<file path="src/acore_cfg.svh">
`ifndef ACORE_CFG_SVH
`define ACORE_CFG_SVH

// number of time-interleaved adc slices
`define ACORE_NTI 4

// magnitude code width per slice
`define ACORE_NADC 8

// signed input sample width, also used for the offset trim
`define ACORE_NIN 8

// width of the input divider ratio
`define ACORE_NDIV_W 4

`endif

</file>
<file path="src/acore_pkg.sv">
`include "acore_cfg.svh"

package acore_pkg;

    // data path
    typedef logic signed [`ACORE_NIN-1:0] sample_t;   // input code from the front end
    typedef logic signed [`ACORE_NIN-1:0] offset_t;   // per-slice trim
    typedef logic [`ACORE_NADC-1:0] code_t;           // saturated magnitude

    // clocking
    typedef logic [`ACORE_NDIV_W-1:0] ndiv_t;

    // apb side
    typedef logic [7:0] paddr_t;
    typedef logic [31:0] pdata_t;
    typedef logic [15:0] fcount_t;

endpackage

</file>
<file path="src/acore_apb_regs.sv">
`include "acore_cfg.svh"

module acore_apb_regs (
    input wire logic ext_clk,
    input wire logic rst_i,

    input wire logic psel_i,
    input wire logic penable_i,
    input wire logic pwrite_i,
    input acore_pkg::paddr_t paddr_i,
    input acore_pkg::pdata_t pwdata_i,
    output acore_pkg::pdata_t prdata_o,
    output logic pready_o,
    output logic pslverr_o,

    input acore_pkg::fcount_t frame_count_i,                   // from the retimer

    output logic en_v2t_o,
    output logic [`ACORE_NTI-1:0] en_slice_o,
    output acore_pkg::ndiv_t ndiv_o,
    output logic [`ACORE_NTI*`ACORE_NIN-1:0] offset_o          // slice 0 in the low byte
);

    localparam acore_pkg::paddr_t ADDR_CTRL   = 8'h00;
    localparam acore_pkg::paddr_t ADDR_NDIV   = 8'h04;
    localparam acore_pkg::paddr_t ADDR_OFS0   = 8'h08;        // slices follow every 4 bytes
    localparam acore_pkg::paddr_t ADDR_STATUS = 8'h18;

    logic access;
    logic wr_en;
    logic hit_ctrl;
    logic hit_ndiv;
    logic hit_status;
    logic [`ACORE_NTI-1:0] hit_ofs;
    logic mapped;

    logic en_v2t_q;
    logic [`ACORE_NTI-1:0] en_slice_q;
    acore_pkg::ndiv_t ndiv_q;
    acore_pkg::offset_t offset_q [`ACORE_NTI];

    assign access = psel_i & penable_i;
    assign wr_en  = access & pwrite_i;

    // address decode
    assign hit_ctrl   = (paddr_i == ADDR_CTRL);
    assign hit_ndiv   = (paddr_i == ADDR_NDIV);
    assign hit_status = (paddr_i == ADDR_STATUS);

    always_comb begin
        for (int k = 0; k < `ACORE_NTI; k++) begin
            hit_ofs[k] = (paddr_i == acore_pkg::paddr_t'(ADDR_OFS0 + 4 * k));
        end
    end

    assign mapped = hit_ctrl | hit_ndiv | hit_status | (|hit_ofs);

    always_ff @(posedge ext_clk) begin
        if (rst_i) begin
            en_v2t_q   <= 1'b0;
            en_slice_q <= '0;
            ndiv_q     <= '0;
            for (int k = 0; k < `ACORE_NTI; k++) begin
                offset_q[k] <= '0;
            end
        end else if (wr_en) begin
            if (hit_ctrl) begin
                en_v2t_q   <= pwdata_i[0];
                en_slice_q <= pwdata_i[4 +: `ACORE_NTI];
            end
            if (hit_ndiv) begin
                ndiv_q <= pwdata_i[`ACORE_NDIV_W-1:0];
            end
            for (int k = 0; k < `ACORE_NTI; k++) begin
                if (hit_ofs[k]) begin
                    offset_q[k] <= pwdata_i[`ACORE_NIN-1:0];
                end
            end
        end
    end

    // read mux, zero for anything unmapped
    always_comb begin
        prdata_o = '0;
        if (hit_ctrl) begin
            prdata_o[0]               = en_v2t_q;
            prdata_o[4 +: `ACORE_NTI] = en_slice_q;
        end
        if (hit_ndiv) begin
            prdata_o[`ACORE_NDIV_W-1:0] = ndiv_q;
        end
        if (hit_status) begin
            prdata_o[15:0] = frame_count_i;
        end
        for (int k = 0; k < `ACORE_NTI; k++) begin
            if (hit_ofs[k]) begin
                prdata_o[`ACORE_NIN-1:0] = offset_q[k];
            end
        end
    end

    assign pready_o  = 1'b1;                                    // zero wait states
    assign pslverr_o = access & (~mapped | (pwrite_i & hit_status));

    assign en_v2t_o   = en_v2t_q;
    assign en_slice_o = en_slice_q;
    assign ndiv_o     = ndiv_q;

    always_comb begin
        for (int k = 0; k < `ACORE_NTI; k++) begin
            offset_o[k*`ACORE_NIN +: `ACORE_NIN] = offset_q[k];
        end
    end

endmodule

</file>
<file path="src/adc_slice.sv">
`include "acore_cfg.svh"

module adc_slice #(
    parameter bit FIRST_SLICE = 1'b0
) (
    input wire logic ext_clk,
    input wire logic rst_i,
    input wire logic en_v2t_i,
    input wire logic en_slice_i,
    input wire logic strobe_i,
    input wire logic en_sync_i,            // token from the previous slice
    input acore_pkg::offset_t offset_i,
    input acore_pkg::sample_t rx_in_i,
    output logic en_sync_o,                // token to the next slice
    output acore_pkg::code_t adder_out_o,
    output logic sign_out_o,
    output logic done_o
);

    localparam int VW = `ACORE_NIN + 1;
    localparam int CODE_MAX = (1 << `ACORE_NADC) - 1;

    logic token_q;
    logic samp_v_q;
    acore_pkg::sample_t samp_q;
    logic [VW-1:0] sum;
    logic [VW-1:0] mag;
    acore_pkg::code_t code_sat;

    // hand off the token on our strobe
    assign en_sync_o = strobe_i & token_q;

    always_ff @(posedge ext_clk) begin
        if (rst_i) begin
            token_q  <= FIRST_SLICE;
            samp_v_q <= 1'b0;
            done_o   <= 1'b0;
        end else begin
            if (!en_v2t_i) begin
                token_q <= FIRST_SLICE;            // chain restarts at slice 0
            end else begin
                token_q <= (token_q & ~strobe_i) | en_sync_i;
            end
            samp_v_q <= en_sync_o;
            done_o   <= samp_v_q;
        end
    end

    // sample register
    always_ff @(posedge ext_clk) begin
        if (en_sync_o) begin
            samp_q <= rx_in_i;
        end
    end

    // sign extended sum of sample and trim
    assign sum = {samp_q[`ACORE_NIN-1], samp_q} + {offset_i[`ACORE_NIN-1], offset_i};
    assign mag = sum[VW-1] ? (~sum + 1'b1) : sum;  // -256 comes out as 256 unsigned

    assign code_sat = (mag > VW'(CODE_MAX)) ? acore_pkg::code_t'(CODE_MAX)
                                            : mag[`ACORE_NADC-1:0];

    always_ff @(posedge ext_clk) begin
        if (samp_v_q) begin
            adder_out_o <= en_slice_i ? code_sat : '0;
            sign_out_o  <= en_slice_i & ~sum[VW-1];   // zero counts as positive
        end
    end

endmodule

</file>
<file path="src/analog_core.sv">
`include "acore_cfg.svh"

module analog_core (
    input wire logic ext_clk,
    input wire logic rst_i,

    // apb slave
    input wire logic psel_i,
    input wire logic penable_i,
    input wire logic pwrite_i,
    input acore_pkg::paddr_t paddr_i,
    input acore_pkg::pdata_t pwdata_i,
    output acore_pkg::pdata_t prdata_o,
    output logic pready_o,
    output logic pslverr_o,

    input acore_pkg::sample_t rx_in_i,

    output logic [`ACORE_NTI*`ACORE_NADC-1:0] adder_out_o,  // slice 0 in the low byte
    output logic [`ACORE_NTI-1:0] sign_out_o,
    output logic frame_valid_o
);

    logic en_v2t;
    logic [`ACORE_NTI-1:0] en_slice;
    acore_pkg::ndiv_t ndiv;
    logic [`ACORE_NTI*`ACORE_NIN-1:0] offset;
    acore_pkg::fcount_t frame_count;
    logic strobe;

    logic [`ACORE_NTI-1:0] en_sync;
    logic [`ACORE_NTI*`ACORE_NADC-1:0] slice_code;
    logic [`ACORE_NTI-1:0] slice_sign;
    logic [`ACORE_NTI-1:0] slice_done;

    acore_apb_regs i_regs (
        .ext_clk(ext_clk),
        .rst_i(rst_i),
        .psel_i(psel_i),
        .penable_i(penable_i),
        .pwrite_i(pwrite_i),
        .paddr_i(paddr_i),
        .pwdata_i(pwdata_i),
        .prdata_o(prdata_o),
        .pready_o(pready_o),
        .pslverr_o(pslverr_o),
        .frame_count_i(frame_count),
        .en_v2t_o(en_v2t),
        .en_slice_o(en_slice),
        .ndiv_o(ndiv),
        .offset_o(offset)
    );

    // sample strobe
    input_divider i_indiv (
        .ext_clk(ext_clk),
        .rst_i(rst_i),
        .en_i(en_v2t),
        .ndiv_i(ndiv),
        .strobe_o(strobe)
    );

    // interleaved slices, token ring closes from the last slice back to slice 0
    for (genvar k = 0; k < `ACORE_NTI; k++) begin : g_adc
        adc_slice #(
            .FIRST_SLICE(k == 0)
        ) i_adc (
            .ext_clk(ext_clk),
            .rst_i(rst_i),
            .en_v2t_i(en_v2t),
            .en_slice_i(en_slice[k]),
            .strobe_i(strobe),
            .en_sync_i(en_sync[(k + `ACORE_NTI - 1) % `ACORE_NTI]),
            .offset_i(offset[k*`ACORE_NIN +: `ACORE_NIN]),
            .rx_in_i(rx_in_i),
            .en_sync_o(en_sync[k]),
            .adder_out_o(slice_code[k*`ACORE_NADC +: `ACORE_NADC]),
            .sign_out_o(slice_sign[k]),
            .done_o(slice_done[k])
        );
    end

    frame_retimer i_retimer (
        .ext_clk(ext_clk),
        .rst_i(rst_i),
        .codes_i(slice_code),
        .signs_i(slice_sign),
        .last_done_i(slice_done[`ACORE_NTI-1]),
        .adder_out_o(adder_out_o),
        .sign_out_o(sign_out_o),
        .frame_valid_o(frame_valid_o),
        .frame_count_o(frame_count)
    );

endmodule

</file>
<file path="src/frame_retimer.sv">
`include "acore_cfg.svh"

module frame_retimer (
    input wire logic ext_clk,
    input wire logic rst_i,
    input wire logic [`ACORE_NTI*`ACORE_NADC-1:0] codes_i,
    input wire logic [`ACORE_NTI-1:0] signs_i,
    input wire logic last_done_i,          // done of the last slice closes a frame
    output logic [`ACORE_NTI*`ACORE_NADC-1:0] adder_out_o,
    output logic [`ACORE_NTI-1:0] sign_out_o,
    output logic frame_valid_o,
    output acore_pkg::fcount_t frame_count_o
);

    // frame data, held until the next frame
    always_ff @(posedge ext_clk) begin
        if (last_done_i) begin
            adder_out_o <= codes_i;
            sign_out_o  <= signs_i;
        end
    end

    always_ff @(posedge ext_clk) begin
        if (rst_i) begin
            frame_valid_o <= 1'b0;
            frame_count_o <= '0;
        end else begin
            frame_valid_o <= last_done_i;
            if (last_done_i) begin
                frame_count_o <= frame_count_o + 1'b1;   // wraps
            end
        end
    end

endmodule

</file>
<file path="src/input_divider.sv">
module input_divider (
    input wire logic ext_clk,
    input wire logic rst_i,
    input wire logic en_i,
    input acore_pkg::ndiv_t ndiv_i,
    output logic strobe_o                  // one cycle wide, shared by all slices
);

    acore_pkg::ndiv_t cnt_q;

    // strobe on the last count of each period
    assign strobe_o = en_i & (cnt_q == ndiv_i);

    always_ff @(posedge ext_clk) begin
        if (rst_i) begin
            cnt_q <= '0;
        end else if (!en_i) begin
            cnt_q <= '0;                   // held so the first period is a full one
        end else if (strobe_o) begin
            cnt_q <= '0;
        end else begin
            cnt_q <= cnt_q + 1'b1;
        end
    end

endmodule

</file>
<file path="config.mk">
export PLATFORM = sky130hd
export DESIGN_NAME = analog_core
export DESIGN_NICKNAME = d
export VERILOG_FILES = /design/src/acore_pkg.sv /design/src/acore_apb_regs.sv /design/src/adc_slice.sv /design/src/analog_core.sv /design/src/frame_retimer.sv /design/src/input_divider.sv
export VERILOG_INCLUDE_DIRS = /design/src
export SDC_FILE = /design/constraint.sdc
export NUM_CORES = 1
export LEC_CHECK = 0
export ABC_AREA = 1
export BUFFER_PORTS_ARGS = -buffer_cell sky130_fd_sc_hd__buf_4
export CORE_MARGIN = 1
export CORE_UTILIZATION = 40
export CTS_CLUSTER_DIAMETER = 60
export DETAILED_ROUTE_END_ITERATION = 10
export SLEW_MARGIN = 20
export SYNTH_ARGS = -nofsm -noshare
export SYNTH_HDL_FRONTEND = slang
export SYNTH_SLANG_ARGS = --single-unit
</file>
<file path="constraint.sdc">
create_clock -name ext_clk -period 3.05 [get_ports ext_clk]
set_input_delay 0.61 -clock ext_clk [delete_from_list [all_inputs] [get_ports ext_clk]]
set_output_delay 0.61 -clock ext_clk [all_outputs]
set_load 0.1 [all_outputs]
</file>
Word-level counts from Yosys, hierarchy flattened
Memory sizes are Yosys's and may differ from the RTL's.
Cells that the tools add are included.
{"block": "op_classes", "n_addsub": 10, "magnitude_cmp": 4, "eq_ne": 7, "mux": 38, "n_bitwise": 40, "n_reduce_logical": 6}
{"cell": "$mux W8", "n": 12}
{"cell": "$add A8 B8 Y9", "n": 4}
{"cell": "$add A9 B1 Y9 const B", "n": 4}
{"cell": "$gt A9 B8 Y1 const B", "n": 4}
{"cell": "$mux W9", "n": 4}
{"cell": "$not A9 Y9", "n": 4}
{"cell": "$eq A8 B5 Y1 const B", "n": 3}
{"cell": "$mux W1", "n": 19}
{"cell": "$and A1 B1 Y1", "n": 17}
{"cell": "$add A16 B1 Y16 const B", "n": 1}
{"cell": "$eq A8 B4 Y1 const B", "n": 2}
{"cell": "$mux W16", "n": 1}
{"cell": "$or A1 B1 Y1", "n": 12}
{"cell": "$eq A8 B3 Y1 const B", "n": 1}
{"cell": "$logic_not A8 Y1", "n": 1}
{"cell": "$mux W4", "n": 2}
{"cell": "$not A1 Y1", "n": 7}
{"cell": "$add A4 B1 Y4 const B", "n": 1}
{"cell": "$eq A4 B4 Y1", "n": 1}
{"cell": "$reduce_and A2 Y1", "n": 2}
{"cell": "$reduce_or A4 Y1", "n": 1}
{"cell": "$reduce_or A3 Y1", "n": 1}
{"cell": "$reduce_or A2 Y1", "n": 1}
{"block": "totals", "ff_bits": 143, "ram_bits": 32, "in_bits": 53, "output_inout_bits": 71, "n_memories": 1}
{"name": "i_regs.offset_q", "words": 4, "width": 8, "read_ports": 4, "rd_ports_with_merged_regs": 0, "wr": 4, "line_no": "acore_apb_regs.sv:40", "text": "acore_pkg::offset_t offset_q [`ACORE_NTI];"}

Depth between registers and ports, before layout
{"block": "logic_depth", "depth_word": 8, "depth_mapped": 15}

By module
A second synthesis with hierarchy kept.
{"block": "unflattened", "hier_cells": 1151, "area_unflattened_um2": 10047.1}
{"mod": "adc_slice at g_adc[2].i_adc ...", "instances": 2, "cells_per_inst": 175, "area_each_um2": 1410.1}
{"mod": "acore_apb_regs", "instances": 1, "cells_per_inst": 262, "area_each_um2": 2255.9}
{"mod": "frame_retimer", "instances": 1, "cells_per_inst": 154, "area_each_um2": 1931.9}
{"mod": "adc_slice at g_adc[0].i_adc", "instances": 1, "cells_per_inst": 175, "area_each_um2": 1408.9}
{"mod": "adc_slice at g_adc[1].i_adc", "instances": 1, "cells_per_inst": 175, "area_each_um2": 1395.1}
{"mod": "input_divider", "instances": 1, "cells_per_inst": 35, "area_each_um2": 235.2}

Least setup slack after synthesis
Ideal clock, no wire load.
{"block": "synth_timing", "kind": "in2out", "from": "input port paddr_i[7]", "to": "output port pslverr_o", "arrival_ns": 2.700, "required_time_ns": 2.440, "slack_ns": -0.260, "cell_stages": 6, "path_cell_list": "nor2_1 nand3_1 inv_1 nand2_1 buf_2 o22ai_1"}
{"block": "synth_between", "elab_chain_len": 7, "elab_cells_between_ends": 15, "classes_between": "6 x eq/ne; 7 x bitwise; 2 x reduce/logical"}
{"element": "start: declaration", "line_no": "analog_core.sv:11", "text": "input acore_pkg::paddr_t paddr_i,"}
{"element": "$eq A8 B3 Y1 / $logic_not A8 Y1 (equally long branches)", "line_no": "acore_apb_regs.sv:47, acore_apb_regs.sv:46"}
{"element": "$or A1 B1 Y1 (3 in a row)", "line_no": "acore_apb_regs.sv:56", "text": "assign mapped = hit_ctrl | hit_ndiv | hit_status | (|hit_ofs);"}
{"element": "$not A1 Y1", "line_no": "acore_apb_regs.sv:103", "text": "assign pslverr_o = access & (~mapped | (pwrite_i & hit_status));"}
{"element": "$or A1 B1 Y1 (*)", "line_no": "acore_apb_regs.sv:103"}
{"element": "$and A1 B1 Y1 (*)", "line_no": "acore_apb_regs.sv:103"}
{"element": "end: declaration", "line_no": "analog_core.sv:15", "text": "output logic pslverr_o,"}
Mark *: on every way between the ends. The rest lies on a longest branch, timed or not.

Worst setup path in the final report
{"block": "layout_timing", "from": "input port paddr_i[7]", "to": "output port prdata_o[5]"}
{"block": "layout_between", "elab_chain_len": 7, "elab_cells_between_ends": 12, "classes_between": "5 x eq/ne; 6 x mux; 1 x reduce/logical"}
{"element": "$logic_not A8 Y1", "line_no": "acore_apb_regs.sv:46", "text": "assign hit_ctrl = (paddr_i == ADDR_CTRL);"}
{"element": "$mux W4", "line_no": "acore_apb_regs.sv:85", "text": "if (hit_ctrl) begin"}
{"element": "$mux W16", "line_no": "acore_apb_regs.sv:92", "text": "if (hit_status) begin"}
{"element": "$mux W8 (3 in a row)", "line_no": "acore_apb_regs.sv:96", "text": "if (hit_ofs[k]) begin"}
{"element": "$mux W8 (*)", "line_no": "acore_apb_regs.sv:96"}
{"element": "end: declaration", "line_no": "analog_core.sv:13", "text": "output acore_pkg::pdata_t prdata_o,"}
Marks and branches as above.

==> impl_metrics.py <==
metrics = {
    "route": {
        "first_pass_iters": 5,
        "finalWirelength_mm": 20.6,
        "viasPerCell": 4.94,
        "post_drt_wl_per_cell_um": 14.2,
        "drcViolationCount": 0,
        "vias": 7186,
        "ant_nets": 0,
        "drt-initial-drc-count": 513,
    },
    "grt": {
        "grt_pass1_wl_mm": 32.9,
        "track_usage_pct": 18.1,
        "grt_max_degree": 42,
        "grt_pass1_vias": 6502,
        "antenna_found_initial": 0,
        "overflow": 0,
    },
    "setup_path": {
        "crit_slowest_cell": "buf_4",
        "worstPathCellList": "buf_4, nor2_1, nand3_1, inv_1, nand2_1, inv_1, nand2_1, o211ai_1, o21ai_0, nand4_1, buf_4",
        "slowest_delay_ns": 0.32,
        "r2r_slack_ns": 0.46,
        "cp-start-kind": "input pin",
        "r2r-end": "g_adc[0].i_adc.adder_out_o[6]$_SDFFCE_PN0P_",
        "cp.arrival_ns": 2.25,
        "r2r_cells": 13,
        "path_max_fanout": 6,
        "r2r_start": "i_regs.offset_q[0][0]$_SDFFCE_PN0P_",
        "critPathCaptureType": "output port",
        "cp.required_ns": 2.44,
        "critPathKind": "input pin to output port",
    },
    "cells_and_area": {
        "drive_gt1_share_pct": 12.8,
        "syn_to_final_growth_pct": 16.0,
        "fin_nets": 1251,
        "diodes": 0,
        "fillers": 2141,
    },
    "sta": {
        "rsz0062_at_grt": "false",
        "hold_viol": 0,
        "slew_viol_final": 0,
        "finalCriticalPeriod_ns": 2.86,
        "relSlewSlack_pct": 59.4,
        "holdWs_ns": 0.417,
        "setup-violations-final": 0,
        "fin_crit_sh_pct": 93.7,
        "fin_setup_tns_ns": 0,
        "skew_ns": 0.00891,
        "fmax_mhz": 350,
        "max_slew.worst_pin.slew_ns": 0.608,
    },
    "synth": {
        "synth_top_area_cell": "edfxtp_1",
        "synth_top_cell_area_share_pct": 44.4,
        "synthCells": 1057,
        "synth-seq-area-share_pct": 52.9,
        "synth_most_common_cell": "nand2_1",
        "yosys-top-cells-area": "edfxtp_1 (44%), nand2_1 (12%), dfxtp_1 (8.5%)",
        "syn_area_mm2": 0.00919,
        "yosys_most_used_dff": "edfxtp_1",
        "synth_common_cells": "nand2_1 (293), inv_1 (137), edfxtp_1 (136)",
        "synth_cell_types": 40,
        "yosysWarnings": 0,
        "synth_edf_count": 136,
        "synthArstFlopShare_pct": 0,
        "synth_seq_cells": 175,
        "avgSynthCellArea_um2": 8.69,
    },
    "clocking": {
        "clock-sinks": 175,
        "cts-resized-gates": 0,
        "cts_buffer_depth": 2,
        "cts_tree": "built",
        "path_clk_slew_ns": 0.07,
        "clk_latency_ns": 0.43,
        "hold_buffers": 0,
        "numCtsBuffers": 17,
        "cts_max_level": 4,
        "clock-root-buffer": "clkbuf_16",
        "postCtsSetupBuffers": 0,
    },
    "min_path": {
        "hold_class": "input pin to flip-flop",
        "hold_path_end": "g_adc[3].i_adc.samp_q[7]$_DFFE_PP_",
        "hold_depth": 1,
        "hold_path_startpoint": "rx_in_i[7]",
    },
    "place": {
        "gp_congestion": 0.877,
        "port_buffers": 82,
        "dp_hpwl_mm": 15.7,
    },
    "power": {
        "totalPowerFinal_w": 0.00513,
        "p_leak_nw": 4.65,
        "ir_worst_vdd_uv": 349,
        "powerDensity_mw_per_mm2": 482,
    },
    "flow_run": {
        "max_cap_violations": 0,
    },
    "die": {
        "rows": 55,
        "die_h_um": 154,
        "dieArea_mm2": 0.0236,
        "io_pins": 124,
        "chipWidth_um": 154,
        "core_area_mm2": 0.0226,
        "start_util_pct": 40.7,
    },
    "status": {
        "status": "finished clean",
    },
}
==> cell usage in the layout (no fill, tap or decap), types with 17 or more instances in the layout <==
| cell | instances |
|---|---|
| inv_1 | 137 |
| edfxtp_1 | 136 |
| nand2_1 | 293 |
| dfxtp_1 | 38 |
| nor2_1 | 108 |
| nand3_1 | 70 |
| buf_4 | 90 |
| nand4_1 | 20 |
| ha_1 | 38 |
| clkbuf_16 | 17 |
| o21ai_0 | 43 |
| conb_1 | 17 |
| a21oi_1 | 68 |
==> report_power, final <==
group	switching, W	internal [W]	total (W)
Sequential	0.0000227	0.00257	0.00259
Clock	0.000921	0.00112	0.00204
Combinational	0.000362	0.000143	0.000504
==> per-layer routing <==
layer / vias to the layer above / global-route usage, % / share of wire [%]
li1: 3670 / - / -
met1: 3307 / 23.6 / 46
met2: 188 / 30.2 / 47
met3: 21 / 2.99 / 5.2
met4: 0 / 6.95 / 2.1
met5: - / 0 / 0
==> kinds of logic after synthesis <==
kind of cell	synth area share, %
XOR/XNOR	0.953
other	0.0817
AO/OA/AOI/OAI	7.35
AND/OR/NAND/NOR	24.9
adder cells (fa/ha/maj)	6.05
flip-flops	52.9
buffers and inverters	7.73
==> per-stage QoR <==
| stage | setup slack, ns | cells | util (%) | instance area (um^2) |
|---|---|---|---|---|
| global route | 0.0640 | 1454 | 47.2 | 10700 |
| finish | 0.192 | 1454 | 47.2 | 10700 |
| floorplan | -0.0608 | 1072 | - | 9250 |
| global placement | 0.228 | 1422 | 44.8 | 10100 |
| detailed placement | 0.229 | 1422 | 44.8 | 10100 |
| CTS | 0.215 | 1454 | 47.2 | 10700 |
==> final cells by class <==
cell class	instances	area [um^2]	area share [%]
inverters	143	537	5.04
repair buffers	90	676	6.34
well taps	285	357	3.35
clock buffers	17	425	3.99
multi-input cells	729	3680	34.5
flip-flops and latches	175	4870	45.7
clock inverters	15	119	1.12
==> critical path: cells and delay by family <==
| kind | cells | cell delay [ns] |
|---|---|---|
| AO/OA/AOI/OAI | 2 | 0.20 |
| buffers and inverters | 4 | 0.72 |
| AND/OR/NAND/NOR | 5 | 0.72 |
==> worst max-delay path by stage <==
stage,startpoint,end,slack (ns),depth (start not counted)
after floorplan,paddr_i[7],prdata_o[10],-0.06,6
after global placement,paddr_i[7],prdata_o[5],0.23,11
after detailed placement,paddr_i[7],prdata_o[5],0.23,11
after CTS,paddr_i[7],prdata_o[5],0.21,11
after global routing,paddr_i[1],prdata_o[0],0.06,11
final,paddr_i[7],prdata_o[5],0.19,11
==> state kept, by name (all words and copies together) (netlist names), named ones only <==
register	cells
g_adc.i_adc.adder_out_o	32
g_adc.i_adc.done_o	1
g_adc.i_adc.samp_q	32
g_adc.i_adc.samp_v_q	4
g_adc.i_adc.sign_out_o	4
i_indiv.cnt_q	4
i_regs.en_slice_o	4
i_regs.en_v2t_o	1
i_regs.ndiv_o	4
i_regs.offset_q	32
i_retimer.adder_out_o	32
i_retimer.frame_count_o	16
i_retimer.frame_valid_o	1
i_retimer.sign_out_o	4
(Power assumes the default switching activity.)
